--- config.mk ---
export PLATFORM = sky130hd
export DESIGN_NAME = spi_video_ram
export DESIGN_NICKNAME = d
export VERILOG_FILES = /design/src/common/svram_pkg.sv /design/src/logic/pixel_serializer.sv /design/src/logic/spi_video_ram.sv /design/src/sram_reader/sck_phase_gen.sv /design/src/sram_reader/sram_read_sequencer.sv
export VERILOG_INCLUDE_DIRS = /design/src /design/src/common
export SDC_FILE = /design/constraint.sdc
export NUM_CORES = 1
export LEC_CHECK = 0
export ABC_AREA = 1
export BUFFER_PORTS_ARGS = -buffer_cell sky130_fd_sc_hd__buf_4
export CAP_MARGIN = 30
export CELL_PAD_IN_SITES_DETAIL_PLACEMENT = 1
export CELL_PAD_IN_SITES_GLOBAL_PLACEMENT = 2
export CORE_ASPECT_RATIO = 1.25
export CORE_MARGIN = 5
export CORE_UTILIZATION = 30
export CTS_BUF_LIST = sky130_fd_sc_hd__clkbuf_8 sky130_fd_sc_hd__clkbuf_16
export DETAILED_ROUTE_END_ITERATION = 10
export PLACE_DENSITY_LB_ADDON = 0.1
export SYNTH_ARGS = -nofsm -noshare
export SYNTH_HDL_FRONTEND = slang
export SYNTH_SLANG_ARGS = --single-unit
--- constraint.sdc ---
create_clock -name clk -period 2.1 [get_ports clk]
set_input_delay 0.21 -clock clk [delete_from_list [all_inputs] [get_ports clk]]
set_output_delay 0.21 -clock clk [all_outputs]
set_load 0.01 [all_outputs]
--- src/common/svram_defs.svh ---
`ifndef SVRAM_DEFS_SVH
`define SVRAM_DEFS_SVH

// 23lc1024 instruction codes actually issued

// sequential read, quad bus after eqio
`define SVRAM_INS_READ 8'h03

// enter quad i/o, sent one bit at a time on sio0
`define SVRAM_INS_EQIO 8'h38

// screen geometry
// visible lines, vpos equal to this marks the frame end
`define SVRAM_SCREEN_HEIGHT 256

// one line is 512 pixels, 1 bit each
`define SVRAM_BYTES_PER_LINE 64

// two nibbles per byte
`define SVRAM_NIBBLES_PER_LINE 128

// read protocol
// one dummy byte in quad mode = two sck clocks
`define SVRAM_DUMMY_NIBBLES 2

// byte address width of the sram command
`define SVRAM_ADDR_WIDTH 24

`endif

--- src/common/svram_pkg.sv ---
`include "svram_defs.svh"

package svram_pkg;

    // sram byte address
    typedef logic [`SVRAM_ADDR_WIDTH-1:0] sram_addr_t;
    // one quad bus transfer
    typedef logic [3:0] nibble_t;
    // instruction byte
    typedef logic [7:0] sram_cmd_t;
    // display h/v coordinate
    typedef logic [9:0] screen_pos_t;
    // holds up to 128 data nibbles
    typedef logic [7:0] nibble_count_t;

    // read sequencer states, quad entry first after reset
    typedef enum logic [2:0] {
        st_set_quad,
        st_idle,
        st_start_line,
        st_send_ins,
        st_send_addr,
        st_dummy,
        st_read_line
    } seq_state_e;

    // divider outputs; strobe = second high cycle of the quarter phase
    typedef struct packed {
        logic half;
        logic quarter;
        logic capture_strobe;
    } sck_phase_s;

    // one sampled data nibble
    typedef struct packed {
        logic    valid;
        nibble_t data;
    } capture_s;

    // everything going to the sram pins
    typedef struct packed {
        logic    cs_n;
        logic    sck;
        logic    oe;
        nibble_t sio;
    } sram_pins_s;

endpackage

--- src/logic/pixel_serializer.sv ---
module pixel_serializer (
    input  logic                    clk,
    input  logic                    reset,
    input  svram_pkg::capture_s     capture_i,
    input  svram_pkg::screen_pos_t  hpos_i,
    output logic                    pixel_o
);
    import svram_pkg::*;

    // most recent nibble from the sram
    nibble_t   nibble_q;
    // bit of the nibble for this pixel
    logic [1:0] bit_sel;

    always_ff @(posedge clk) begin
        if (reset) begin
            nibble_q <= '0;
        end else if (capture_i.valid) begin
            nibble_q <= capture_i.data;
        end
    end

    // leftmost pixel is the msb
    // hpos 00 -> bit 3 ... 11 -> bit 0
    assign bit_sel = 2'd3 - hpos_i[1:0];

    assign pixel_o = nibble_q[bit_sel];

endmodule

--- src/logic/spi_video_ram.sv ---
module spi_video_ram (
    input  logic                    clk,
    input  logic                    reset,
    input  logic                    display_trigger_read_i,
    input  svram_pkg::screen_pos_t  display_hpos_i,
    input  svram_pkg::screen_pos_t  display_vpos_i,
    input  svram_pkg::nibble_t      sram_sio_i,
    output svram_pkg::sram_pins_s   sram_o,
    output logic                    pixel_o
);
    import svram_pkg::*;

    // stage 1 -> stage 2
    sck_phase_s phase;
    logic       sck;

    // stage 2 -> stage 1
    logic       read_start;
    logic       in_read_line;

    // stage 2 pin fields
    logic       cs_n;
    logic       sio_oe;
    nibble_t    sio_out;

    // stage 2 -> stage 3
    capture_s   capture;

    // sck dividers and sck source
    sck_phase_gen u_sck_phase_gen (
        .clk            (clk),
        .reset          (reset),
        .read_start_i   (read_start),
        .in_read_line_i (in_read_line),
        .phase_o        (phase),
        .sck_o          (sck)
    );

    // quad entry, command and address, data capture
    sram_read_sequencer u_sram_read_sequencer (
        .clk            (clk),
        .reset          (reset),
        .trigger_read_i (display_trigger_read_i),
        .vpos_i         (display_vpos_i),
        .phase_i        (phase),
        .sio_i          (sram_sio_i),
        .read_start_o   (read_start),
        .in_read_line_o (in_read_line),
        .cs_n_o         (cs_n),
        .sio_oe_o       (sio_oe),
        .sio_o          (sio_out),
        .capture_o      (capture)
    );

    // nibble latch and bit select
    pixel_serializer u_pixel_serializer (
        .clk       (clk),
        .reset     (reset),
        .capture_i (capture),
        .hpos_i    (display_hpos_i),
        .pixel_o   (pixel_o)
    );

    // pin bundle for the pad ring
    assign sram_o.cs_n = cs_n;
    assign sram_o.sck  = sck;
    assign sram_o.oe   = sio_oe;
    assign sram_o.sio  = sio_out;

endmodule

--- src/sram_reader/sck_phase_gen.sv ---
module sck_phase_gen (
    input  logic                    clk,
    input  logic                    reset,
    input  logic                    read_start_i,
    input  logic                    in_read_line_i,
    output svram_pkg::sck_phase_s   phase_o,
    output logic                    sck_o
);
    import svram_pkg::*;

    // clk/2 and clk/4 dividers
    logic half_q;
    logic quarter_q;

    always_ff @(posedge clk) begin
        if (reset) begin
            half_q    <= 1'b0;
            quarter_q <= 1'b0;
        end else if (read_start_i) begin
            // restart both so the read begins on a known phase
            half_q    <= 1'b0;
            quarter_q <= 1'b0;
        end else begin
            half_q <= ~half_q;
            // quarter flips together with the half rising edge
            if (!half_q) begin
                quarter_q <= ~quarter_q;
            end
        end
    end

    // half high = sequencer step cycle
    assign phase_o.half    = half_q;
    assign phase_o.quarter = quarter_q;
    // quarter sck high for its second clk, data settled here
    assign phase_o.capture_strobe = ~half_q & quarter_q;

    // commands at clk/2, line data at clk/4
    assign sck_o = in_read_line_i ? quarter_q : half_q;

endmodule

--- src/sram_reader/sram_read_sequencer.sv ---
`include "svram_defs.svh"

module sram_read_sequencer (
    input  logic                        clk,
    input  logic                        reset,
    input  logic                        trigger_read_i,
    input  svram_pkg::screen_pos_t      vpos_i,
    input  svram_pkg::sck_phase_s       phase_i,
    input  svram_pkg::nibble_t          sio_i,
    output logic                        read_start_o,
    output logic                        in_read_line_o,
    output logic                        cs_n_o,
    output logic                        sio_oe_o,
    output svram_pkg::nibble_t          sio_o,
    output svram_pkg::capture_s         capture_o
);
    import svram_pkg::*;

    localparam sram_cmd_t INS_READ = `SVRAM_INS_READ;
    localparam sram_cmd_t INS_EQIO = `SVRAM_INS_EQIO;
    localparam int BUF_W = `SVRAM_ADDR_WIDTH;

    seq_state_e    state;
    // eqio bit index during quad entry, 8 = done
    logic [3:0]    init_step;
    // top nibble drives sio
    sram_addr_t    out_buf;
    // bits still to send from out_buf
    logic [4:0]    bits_left;
    // dummy clocks, then data nibbles
    nibble_count_t nibble_cnt;
    sram_addr_t    line_addr;
    // accepted trigger waiting for a step cycle
    logic          start_req;

    logic          trigger_accept;
    logic          last_nibble;

    // only idle, no pending request, visible line
    assign trigger_accept = trigger_read_i
                          && (state == st_idle)
                          && !start_req
                          && (vpos_i < screen_pos_t'(`SVRAM_SCREEN_HEIGHT));

    // realigns the sck dividers in the same clk
    assign read_start_o   = trigger_accept;
    assign in_read_line_o = (state == st_read_line);

    assign sio_o = out_buf[BUF_W-1 -: 4];

    // data sampled straight off the bus on the strobe
    assign capture_o.valid = (state == st_read_line) && phase_i.capture_strobe;
    assign capture_o.data  = sio_i;

    assign last_nibble = (nibble_cnt == nibble_count_t'(1));

    always_ff @(posedge clk) begin
        if (reset) begin
            state      <= st_set_quad;
            init_step  <= '0;
            cs_n_o     <= 1'b1;
            sio_oe_o   <= 1'b1;
            // sio3..1 high, keeps hold_n inactive while still in spi mode
            out_buf    <= {4'b1111, {(BUF_W-4){1'b0}}};
            bits_left  <= '0;
            nibble_cnt <= '0;
            line_addr  <= '0;
            start_req  <= 1'b0;
        end else begin
            if (trigger_accept) begin
                start_req <= 1'b1;
            end

            // everything but data capture steps on the half phase
            if (phase_i.half) begin
                case (state)
                    st_set_quad: begin
                        // eqio msb first on sio0, one bit per sck
                        cs_n_o    <= 1'b0;
                        init_step <= init_step + 4'd1;
                        if (init_step == 4'd8) begin
                            cs_n_o <= 1'b1;
                            state  <= st_idle;
                        end else begin
                            out_buf[BUF_W-4] <= INS_EQIO[3'd7 - init_step[2:0]];
                        end
                    end

                    st_idle: begin
                        if (start_req) begin
                            start_req <= 1'b0;
                            state     <= st_start_line;
                        end
                    end

                    st_start_line: begin
                        // select chip, instruction in the top byte
                        cs_n_o    <= 1'b0;
                        out_buf   <= {INS_READ, {(BUF_W-8){1'b0}}};
                        bits_left <= 5'd8;
                        state     <= st_send_ins;
                    end

                    st_send_ins: begin
                        if (bits_left == 5'd4) begin
                            // instruction done, load line address
                            out_buf   <= line_addr;
                            bits_left <= 5'(BUF_W);
                            state     <= st_send_addr;
                        end else begin
                            out_buf   <= out_buf << 4;
                            bits_left <= bits_left - 5'd4;
                        end
                    end

                    st_send_addr: begin
                        if (bits_left == 5'd4) begin
                            // release bus, sram drives after the dummy clocks
                            sio_oe_o   <= 1'b0;
                            nibble_cnt <= nibble_count_t'(`SVRAM_DUMMY_NIBBLES);
                            state      <= st_dummy;
                        end else begin
                            out_buf   <= out_buf << 4;
                            bits_left <= bits_left - 5'd4;
                        end
                    end

                    st_dummy: begin
                        if (last_nibble) begin
                            // sck switches to clk/4 from here
                            nibble_cnt <= nibble_count_t'(`SVRAM_NIBBLES_PER_LINE);
                            state      <= st_read_line;
                        end else begin
                            nibble_cnt <= nibble_cnt - nibble_count_t'(1);
                        end
                    end

                    st_read_line: begin
                        // advanced by the capture strobe below
                    end

                    default: begin
                        state <= st_idle;
                    end
                endcase
            end

            // one data nibble per quarter period
            if (capture_o.valid) begin
                if (last_nibble) begin
                    cs_n_o   <= 1'b1;
                    sio_oe_o <= 1'b1;
                    state    <= st_idle;
                    // next line, or wrap at end of frame
                    if (vpos_i == screen_pos_t'(`SVRAM_SCREEN_HEIGHT)) begin
                        line_addr <= '0;
                    end else begin
                        line_addr <= line_addr + sram_addr_t'(`SVRAM_BYTES_PER_LINE);
                    end
                end else begin
                    nibble_cnt <= nibble_cnt - nibble_count_t'(1);
                end
            end
        end
    end

endmodule

# == Word-level counts from Yosys, hierarchy flattened ==
# Memories as Yosys holds them, arrays and structs flattened.
# Index checks and enable logic that the tools add are counted.
# Widths: inputs -> output; s select.
# totals
inputBits,27
out_inout_bits,8
ff_bits,77
mem_bits_ro,8
memories,1
latch_bits,0
ram_bits,0
# mem_list
memory,words,word_bits,rd,rd_ports_with_merged_regs,wr,line,source
(name not given),8,1,1,0,0,sram_read_sequencer.sv:85,out_buf[BUF_W-4] <= INS_EQIO[3'd7 - init_step[2:0]];
# op_classes
div,0
n_bitwise,3
eq_ne,12
n_shift,0
muxes,43
addsub,6
n_mul,0
reduce_logical,13
n_lt_le_gt_ge,3
# op_table
cell,count
$mux 24,3
$pmux 20 s3,1
$mux 8,5
$add 24x7->24 const B,1
$mux 3,8
$pmux 3 s7,1
$mux 1,17
$pmux 8 s2,1
$pmux 5 s3,1
$eq 10x9->1 const B,1
$lt 10x9->1 const B,1
$mux 5,2
$eq 3x3->1 const B,3
$pmux 3 s3,1
$eq 8x1->1 const B,1
$sub 8x1->8 const B,1
$eq 3x2->1 const B,2
$eq 5x3->1 const B,1
$sub 5x3->5 const B,1
$add 4x1->4 const B,1
$eq 4x4->1 const B,1
$logic_and 1x1->1,4
$lt 3x4->1 const B,1
$ne 2x2->1 const B,2
17 further kinds,19

# == Longest topological paths before layout ==
# Gate-level depths: netlist of the first run.
# depth
word_depth,8
depth_mapped,11

# == Hierarchy ==
# Synthesis of the first run repeated with hierarchy kept, for this count alone.
# hier_totals
hier_cells,571
hier_area_um2,3654.8
# modules_own_cells
mod,cells_per_inst,area_each_um2,instances
sram_read_sequencer,525,3347.0,1
pixel_serializer,30,185.2,1
sck_phase_gen,13,100.1,1
spi_video_ram,3,22.5,1

# == Worst setup path before layout of the first run ==
# No wires, ideal clock.
# synth_path
path_type,register to register
start,register u_sram_read_sequencer.bits_left[3]
end,register u_sram_read_sequencer.out_buf[21]
path_buffers,1
arrival_time_ns,1.313
required_time_ns,1.977
path_stages_with_launch,10
synth_period_minus_slack_ns,1.436
setup_slack_ns,0.664
setup_ns,0.123
cell_sequence,dfxtp_1 > inv_1 > ha_1 > nand2_1 > nor2_4 > nor2_4 > o21ai_2 > buf_4 > a21oi_1 > o21ai_0
# synth_between
elab_chain_len,3
# synth_lines
element,line,source
"start, declared",sram_read_sequencer.sv:29,logic [4:0] bits_left;
"start signal, assigned",sram_read_sequencer.sv:108,bits_left <= 5'(BUF_W);
"start signal, assigned",sram_read_sequencer.sv:112,bits_left <= bits_left - 5'd4;
"start signal, assigned",sram_read_sequencer.sv:124,bits_left <= bits_left - 5'd4;
$eq 5x3->1 *,"sram_read_sequencer.sv:105, sram_read_sequencer.sv:117",
$mux 24 / $ne 2x2->1 (equally long branches),-,
$pmux 3 s3 / $reduce_and 3->1 (equally long branches),-,
"end signal, assigned",sram_read_sequencer.sv:107,out_buf <= line_addr;
"end signal, assigned",sram_read_sequencer.sv:111,out_buf <= out_buf << 4;
"end signal, assigned",sram_read_sequencer.sv:123,out_buf <= out_buf << 4;
"end, declared",sram_read_sequencer.sv:27,sram_addr_t out_buf;
# Mark *: on every way between the ends. The rest lies on a longest branch, timed or not.
# A chain may end at the register's enable or synchronous reset.

# == Worst setup path in the final report of the first run ==
# layout_path
start,register u_sram_read_sequencer.state[1]
end,register u_sram_read_sequencer.out_buf[7]
# layout_between
elab_chain_len,3
# layout_lines
element,line,source
"start, declared",sram_read_sequencer.sv:23,seq_state_e state;
"start signal, assigned",sram_read_sequencer.sv:59,state <= st_set_quad;
"start signal, assigned",sram_read_sequencer.sv:83,state <= st_idle;
"start signal, assigned",sram_read_sequencer.sv:92,state <= st_start_line;
$eq 3x3->1 / $eq 3x2->1 (equally long branches),sram_read_sequencer.sv:76,case (state)
$ne 2x2->1 (no source line) / $reduce_bool 3->1 (equally long branches),-,
$reduce_and 3->1 (no source line),-,
"end signal, assigned by index",sram_read_sequencer.sv:85,
"end signal, assigned",sram_read_sequencer.sv:99,"out_buf <= {INS_READ, {(BUF_W-8){1'b0}}};"
"end signal, assigned",sram_read_sequencer.sv:107,
# Several ways; a longest one is shown, not always the timed one.

==> results.toml, run 1 <==
[timing]
period_needed_ps = 1840
final_cycle_utilization_of_the_critical_path_pct = 87.8
setup_viol = 0
relSlewSlack_pct = 50.7
max_freq_mhz = 542
drv_slew = 0
worst_clock_skew_ps = 2.55
unrepaired_setup_endpoints_after_global_routing = "no"
final-hold-violation-count = 0
totalNegativeSetupSlack_ps = 0
timing_worst_slew_pin_value_ps = 740

[clock_network]
cts.htree.levels = 3
holdBufCountCts = 0
post_cts.resized_instances = 0
clk_transition_reported_paths_ps = 50
tritoncts = "done"
cts.root.buffer_cell = "sky130_fd_sc_hd__clkbuf_16"
cts_post_setup_buffers_inserted = 0
tritoncts.num_buffers = 9
insertion_delay_ps = 340
cts_max_path_buffers = 2
tritoncts_num_sinks = 65

[grt]
grt_start_max_net_pins = 26
wire_length_of_the_first_global_routing_pass_um = 17800
grt_remaining_overflow = 0
antenna_found_initial = 0
vias_in_the_first_global_route = 3621
groute.usage.overall_pct = 15.7

[die]
initial_core_util_pct = 30.7
die_w_um = 108
num_rows = 44
die_h_um = 132
ios = 35
placeableCoreArea_um2 = 11700
floorplan.die_area_um2 = 14200

[placement]
hpwl_um = 8070
routabilityCongestion = 0.758
placement.io_buffers = 26
placed_cells_incl_taps = 711

[min_path]
worst_hold_startpoint = "sram_sio_i[1]"
worst_hold_path_type = "input pin to flip-flop"
hold_path_depth = 3
timing.hold.worst_endpoint = "u_pixel_serializer.nibble_q[1]"

[synthesis]
complex_gate_fraction_of_the_synthesized_area_pct = 16.2
yosys_warnings = 0
synth-seq-area-share_pct = 36.3
synthArstFlopShare_pct = 0
yosys.area_share.xor_xnor_pct = 0.977
synth_top_family_by_area = "simple AND/OR/NAND/NOR gates"
synth_area_per_cell_um2 = 6.75
synth-edff-count = 0
synth.lib_cells_used.distinct = 38
synth.mux.area_fraction_pct = 0
syn_nets = 565
post_synth_fa_ha_maj_area_fraction_pct = 2.44
post_synthesis_share_of_cell_area_spent_on_and_or_nand_and_nor_gates_pct = 34.3
netlist_instances = 531
syn_area_um2 = 3580
synth-main-ff-cell = "sky130_fd_sc_hd__dfxtp_1"
ys_ff_latch = 65

[route]
dr.first_iter.drc_count = 118
detailedRoute.firstPassIterationCount = 4
wl_per_cell_um = 14.6
routed-via-count = 3510
drc = 0
mean_number_of_vias_per_cell = 4.83
detail_route.wirelength_um = 10600
postRouteAntennaNets = 0

[setup_path]
critical_path.reg2reg.endpoint = "u_sram_read_sequencer.out_buf[7]"
timing.critical_path.slowest_cell_delay_ps = 570
logic_depth_of_the_worst_setup_path_including_buffers = 7
crit_family = "compound AO/OA/AOI/OAI gates"
setup.reg_to_reg.worst_slack_ps = 260
worst_setup_path_start_kind = "flip-flop"
crit-reg2reg-launch = "u_sram_read_sequencer.state[1]"
timing_worst_setup_path_type = "flip-flop to flip-flop"
worst_setup_path_end_kind = "flip-flop"
reg2regPathDepth = 7
worst-path-max-fanout = 18
cp_data_required_time_ps = 2370
slowest_stage = "sky130_fd_sc_hd__o21ai_2"
path_cells = "nor2_4 > nand2_4 > inv_2 > o21ai_2 > buf_4 > nand2_1 > a21oi_1"
critical_path_arrival_ps = 2110
timing.critical_path.buf_inv = 2

[status]
outcome = "finished, final reports clean"

[pwr]
comb_power_share_pct = 4.6
cellPowerDensity_nw_per_um2 = 678
pwr-share-seq_pct = 43.6
ir_drop_uv = 284
netSwitchingPower_uw = 659
cellInternalPower_mw = 2.22
power_leakage_nw = 1.71
fin_total_pwr_mw = 2.88
power.share.clock_pct = 51.9
power.switching_fraction_pct = 22.9

[layout]
num_antenna_cells = 0
post_route_cells_drive_above_1_share_pct = 14.8
stdcell_count = 727
n_fill_cell = 1520
flow.area_growth_from_synthesis_pct = 18.3
nNetsFinal = 595

[run]
maxCapViolCount = 0
[Yosys cell counts, types with 5 or more instances]
library cell	number	area share, %
sky130_fd_sc_hd__buf_4	10	2.1
sky130_fd_sc_hd__ha_1	7	2.4
sky130_fd_sc_hd__nand2_1	126	13
sky130_fd_sc_hd__o21ai_0	43	6.0
sky130_fd_sc_hd__nor2_4	7	2.2
sky130_fd_sc_hd__nor2_1	66	6.9
sky130_fd_sc_hd__o21ai_1	5	0.70
sky130_fd_sc_hd__dfxtp_1	65	36
sky130_fd_sc_hd__inv_2	6	0.63
sky130_fd_sc_hd__nand2_4	5	1.6
sky130_fd_sc_hd__inv_1	50	5.2
sky130_fd_sc_hd__a21oi_1	49	6.8
sky130_fd_sc_hd__nor3_1	8	1.1
sky130_fd_sc_hd__nand3_1	32	4.5
sky130_fd_sc_hd__nand4_1	12	2.1
[flip-flops by register name (all words and copies together), names as in the netlist]
| signal | cells |
|---|---|
| u_sram_read_sequencer.cs_n_o | 1 |
| u_sck_phase_gen.quarter_q | 1 |
| u_sram_read_sequencer.sio_oe_o | 1 |
| u_sram_read_sequencer.line_addr | 18 |
| u_sram_read_sequencer.nibble_cnt | 8 |
| u_sck_phase_gen.half_q | 1 |
| u_pixel_serializer.nibble_q | 4 |
| u_sram_read_sequencer.init_step | 4 |
| u_sram_read_sequencer.out_buf | 20 |
| u_sram_read_sequencer.state | 3 |
| u_sram_read_sequencer.bits_left | 3 |
| u_sram_read_sequencer.start_req | 1 |
[power by group through the flow]
stage               clock, mW  combinational, mW  sequential [mW]
finish                   1.49              0.132             1.25
global route             1.59              0.148             1.25
CTS                      1.54              0.135             1.25
detailed placement          0              0.135             1.28
global placement            0              0.133             1.28
floorplan                   0             0.0790             1.28
[how the worst max path moves through the flow]
stage / to / start / slack [ps]
after floorplan: u_sram_read_sequencer.out_buf[21] / u_sram_read_sequencer.bits_left[3] / 660
after global placement: u_sram_read_sequencer.out_buf[10] / u_sram_read_sequencer.state[1] / 260
after detailed placement: u_sram_read_sequencer.out_buf[6] / u_sram_read_sequencer.state[1] / 240
after CTS: u_sram_read_sequencer.out_buf[7] / u_sram_read_sequencer.state[1] / 220
after global routing: u_sram_read_sequencer.out_buf[10] / u_sram_read_sequencer.state[1] / 20
final: u_sram_read_sequencer.out_buf[7] / u_sram_read_sequencer.state[1] / 260
[per-stage QoR]
stage | utilization, % | hold WS, ps | instance area (um2) | setup slack (ps)
floorplan | - | 345 | 3580 | 664
global placement | 33.8 | 434 | 3950 | 263
detailed placement | 33.8 | 445 | 3950 | 241
CTS | 36.3 | 93.3 | 4240 | 217
global route | 36.3 | 104 | 4240 | 17.3
finish | 36.3 | 98.6 | 4240 | 256
[per-layer routing]
metal / part of all wire [%] / wire [um] / global-route usage (%)
met1: 46 / 4840 / 19.0
met2: 51 / 5380 / 28.0
met3: 2.1 / 220 / 2.65
met4: 1.4 / 150 / 5.05
met5: 0 / 0 / 0
[tightest hold or removal path, stage by stage]
cell and delay, ps:
sky130_fd_sc_hd__buf_4 80, sky130_fd_sc_hd__nor2_1 30, sky130_fd_sc_hd__nor2_1 80
[area by class of cell]
cell class,instances,area (um2),area share (%)
well taps,161,201,4.75
flip-flops and latches,65,1300,30.7
clock buffers,13,280,6.61
inverters,57,216,5.10
repair buffers,39,293,6.90
multi-input cells,389,1940,45.6
clock inverters,3,13.8,0.324
[logic make-up after synthesis]
family | after synthesis
fa+ha+maj | 7
xor+xnor | 4
simple gates | 268
buf+inv | 77
compound gates | 110
flops | 65
[cells in the final DEF (no fill, tap or decap), types with 3 or more instances in the layout]
master                        n
sky130_fd_sc_hd__nor2_4       7
sky130_fd_sc_hd__inv_1       51
sky130_fd_sc_hd__clkbuf_16    9
sky130_fd_sc_hd__nand2_4      5
sky130_fd_sc_hd__inv_2        6
sky130_fd_sc_hd__o21ai_0     43
sky130_fd_sc_hd__o22ai_1      3
sky130_fd_sc_hd__nor3_1       8
sky130_fd_sc_hd__ha_1         7
sky130_fd_sc_hd__a21oi_1     49
sky130_fd_sc_hd__xor2_1       4
sky130_fd_sc_hd__nand4_1     12
sky130_fd_sc_hd__dfxtp_1     65
sky130_fd_sc_hd__buf_4       39
sky130_fd_sc_hd__clkbuf_8     4
sky130_fd_sc_hd__o21ai_1      5
sky130_fd_sc_hd__nand3_1     32
sky130_fd_sc_hd__nand2_2      3
sky130_fd_sc_hd__nand2_1    126
sky130_fd_sc_hd__nor2_1      66
Power figures use the tool's default switching activity.
==> run 2, diff against run 1 <==
--- a/config.mk
+++ b/config.mk
@@ -13,7 +13,7 @@
 export CELL_PAD_IN_SITES_GLOBAL_PLACEMENT = 2
 export CORE_ASPECT_RATIO = 1.25
 export CORE_MARGIN = 5
-export CORE_UTILIZATION = 30
+export CORE_UTILIZATION = 35
 export CTS_BUF_LIST = sky130_fd_sc_hd__clkbuf_8 sky130_fd_sc_hd__clkbuf_16
 export DETAILED_ROUTE_END_ITERATION = 10
 export PLACE_DENSITY_LB_ADDON = 0.1
==> run 2 against run 1 <==
Effect of this change:
- combinational power about the same
- clock power about the same
- global-route usage increased by 2.5 points
- sequential share of layout area increased by 0.33 points
- total power increased by 1.0%
- first-iteration DRC count decreased by 19%
- non-clock buffer count decreased by 1
- via count decreased by 0.66%
==> results.toml, run 2 (synthesized netlist as in run 1, its figures left out) <==
[status]
outcome = "finished, final reports clean"

[route]
highest_routing_layer_actually_used = "met4"
routed-wl-met3_um = 213
detailedRoute.firstPassIterationCount = 4
mean_number_of_vias_per_cell = 5.03
routed-via-count = 3487
postRouteAntennaNets = 0
met2_wl_um = 5400
route.layer.met1.wl_um = 4650
detail_route.wirelength_um = 10500
drc = 0
dr.first_iter.drc_count = 95
wl_per_cell_um = 15.1

[layout]
mostFrequentLayoutCells = "sky130_fd_sc_hd__nand2_1, sky130_fd_sc_hd__nor2_1, sky130_fd_sc_hd__dfxtp_1, sky130_fd_sc_hd__inv_1, sky130_fd_sc_hd__a21oi_1"
post_route_cells_drive_above_1_share_pct = 14.5
layout.cell_area.non_filler_um2 = 4200
register_area_um2 = 1300
multi_input_gate_area_in_the_final_layout_um2 = 1940
flow.area_growth_from_synthesis_pct = 17.1
registers.top_by_ff_count = "u_sram_read_sequencer.out_buf"
largest_register_ffs = 20
n_fill_cell = 1324
nNetsFinal = 594
num_antenna_cells = 0
largestRegisters = "u_sram_read_sequencer.out_buf (20), u_sram_read_sequencer.line_addr (18), u_sram_read_sequencer.nibble_cnt (8)"
most_frequent_standard_cell_in_the_layout_excluding_fill_and_tap_cells = "sky130_fd_sc_hd__nand2_1"

[pwr]
fin_total_pwr_mw = 2.91
netSwitchingPower_uw = 640
power.switching_fraction_pct = 22.0
comb_power_share_pct = 4.5
power_leakage_nw = 1.70
ir_drop_uv = 336
power.share.clock_pct = 52.3
pwr-share-seq_pct = 43.1
cellPowerDensity_nw_per_um2 = 693
cellInternalPower_mw = 2.27

[setup_path]
timing.critical_path.buf_inv = 2
logic_depth_of_the_worst_setup_path_including_buffers = 7
reg2regPathDepth = 7
crit_family = "compound AO/OA/AOI/OAI gates"
critical_path_arrival_ps = 2080
timing.critical_path.slowest_cell_delay_ps = 540
crit-reg2reg-launch = "u_sram_read_sequencer.state[1]"
critical_path.reg2reg.endpoint = "u_sram_read_sequencer.out_buf[10]"
worst-path-max-fanout = 18
timing.critical_path.from = "u_sram_read_sequencer.state[1]"
path_cells = "nor2_4 > nand2_4 > inv_2 > o21ai_2 > buf_4 > nand2_1 > a21oi_1"
timing_worst_setup_path_type = "flip-flop to flip-flop"
cp_data_required_time_ps = 2360
endpoint = "u_sram_read_sequencer.out_buf[10]"
setup.reg_to_reg.worst_slack_ps = 280
worst_setup_path_end_kind = "flip-flop"
worst_setup_path_start_kind = "flip-flop"
slowest_stage = "sky130_fd_sc_hd__o21ai_2"

[timing]
timing_worst_slew_pin_value_ps = 696
max_freq_mhz = 550
drv_slew = 0
relSlewSlack_pct = 53.6
unrepaired_setup_endpoints_after_global_routing = "no"
worst_clock_skew_ps = 5.67
final_cycle_utilization_of_the_critical_path_pct = 86.6
setup_viol = 0
final-hold-violation-count = 0
period_needed_ps = 1820
totalNegativeSetupSlack_ps = 0

[grt]
grt_start_max_net_pins = 26
grt_remaining_overflow = 0
groute.usage.overall_pct = 18.2
wire_length_of_the_first_global_routing_pass_um = 17600
antenna_found_initial = 0
vias_in_the_first_global_route = 3640

[run]
maxCapViolCount = 0

[clock_network]
post_cts.resized_instances = 0
insertion_delay_ps = 340
cts_post_setup_buffers_inserted = 0
tritoncts.num_buffers = 9
cts.root.buffer_cell = "sky130_fd_sc_hd__clkbuf_16"
cts_max_path_buffers = 2
tritoncts_num_sinks = 65
clk_transition_reported_paths_ps = 50
holdBufCountCts = 0
cts.htree.levels = 3
tritoncts = "done"

[die]
ios = 35
die_w_um = 101
initial_core_util_pct = 35.7
floorplan.die_area_um2 = 12400
die_h_um = 123
placeableCoreArea_um2 = 10100
num_rows = 41

[placement]
placement.io_buffers = 26
routabilityCongestion = 0.820
placement.cell_area_um2 = 3900
hpwl_um = 7840

[min_path]
worst_hold_path_type = "input pin to flip-flop"
run 2: per-layer routing:
layer  GRT usage, %  up-vias
met5              0        -
met4           7.16        0
met3           3.72       16
met2           32.3       21
met1           21.2     1667
li1               -     1783
run 2: through the flow:
| step | worst slack (ps) | hold WS [ps] | cells | util, % |
|---|---|---|---|---|
| floorplan | 664 | 345 | 531 | - |
| global placement | 294 | 436 | 678 | 38.8 |
| detailed placement | 237 | 450 | 678 | 38.8 |
| CTS | 230 | 97.9 | 693 | 41.7 |
| global route | 94.2 | 108 | 693 | 41.7 |
| finish | 282 | 102 | 693 | 41.7 |
run 2: worst min-delay path by stage:
stage,start,end,slack [ps],cells after the start
global placement,sram_sio_i[0],u_pixel_serializer.nibble_q[0],440,3
floorplan,sram_sio_i[0],u_pixel_serializer.nibble_q[0],340,2
global route,sram_sio_i[0],u_pixel_serializer.nibble_q[0],110,3
finish,sram_sio_i[0],u_pixel_serializer.nibble_q[0],100,3
CTS,sram_sio_i[0],u_pixel_serializer.nibble_q[0],100,3
detailed placement,sram_sio_i[0],u_pixel_serializer.nibble_q[0],450,3
run 2: power by group through the flow:
| stage | sequential (mW) | clock, mW | combinational (mW) |
|---|---|---|---|
| floorplan | 1.28 | 0 | 0.0790 |
| global placement | 1.28 | 0 | 0.132 |
| detailed placement | 1.28 | 0 | 0.134 |
| CTS | 1.25 | 1.56 | 0.135 |
| global route | 1.25 | 1.62 | 0.147 |
| finish | 1.25 | 1.52 | 0.132 |
run 2: layout make-up:
type                            count  area share (%)
Multi-Input combinational cell    389            46.1
Sequential cell                    65            31.0
Timing Repair Buffer               38            6.80
Clock buffer                       11            6.02
Inverter                           57            5.16
Tap cell                          129            3.85
Clock inverter                      4            1.04
run 2: worst register-to-register path, cell delays in order, from the launching register on:
cell	delay, ps
sky130_fd_sc_hd__dfxtp_1	510
sky130_fd_sc_hd__nor2_4	80
sky130_fd_sc_hd__nand2_4	110
sky130_fd_sc_hd__inv_2	50
sky130_fd_sc_hd__o21ai_2	540
sky130_fd_sc_hd__buf_4	270
sky130_fd_sc_hd__nand2_1	50
sky130_fd_sc_hd__a21oi_1	130
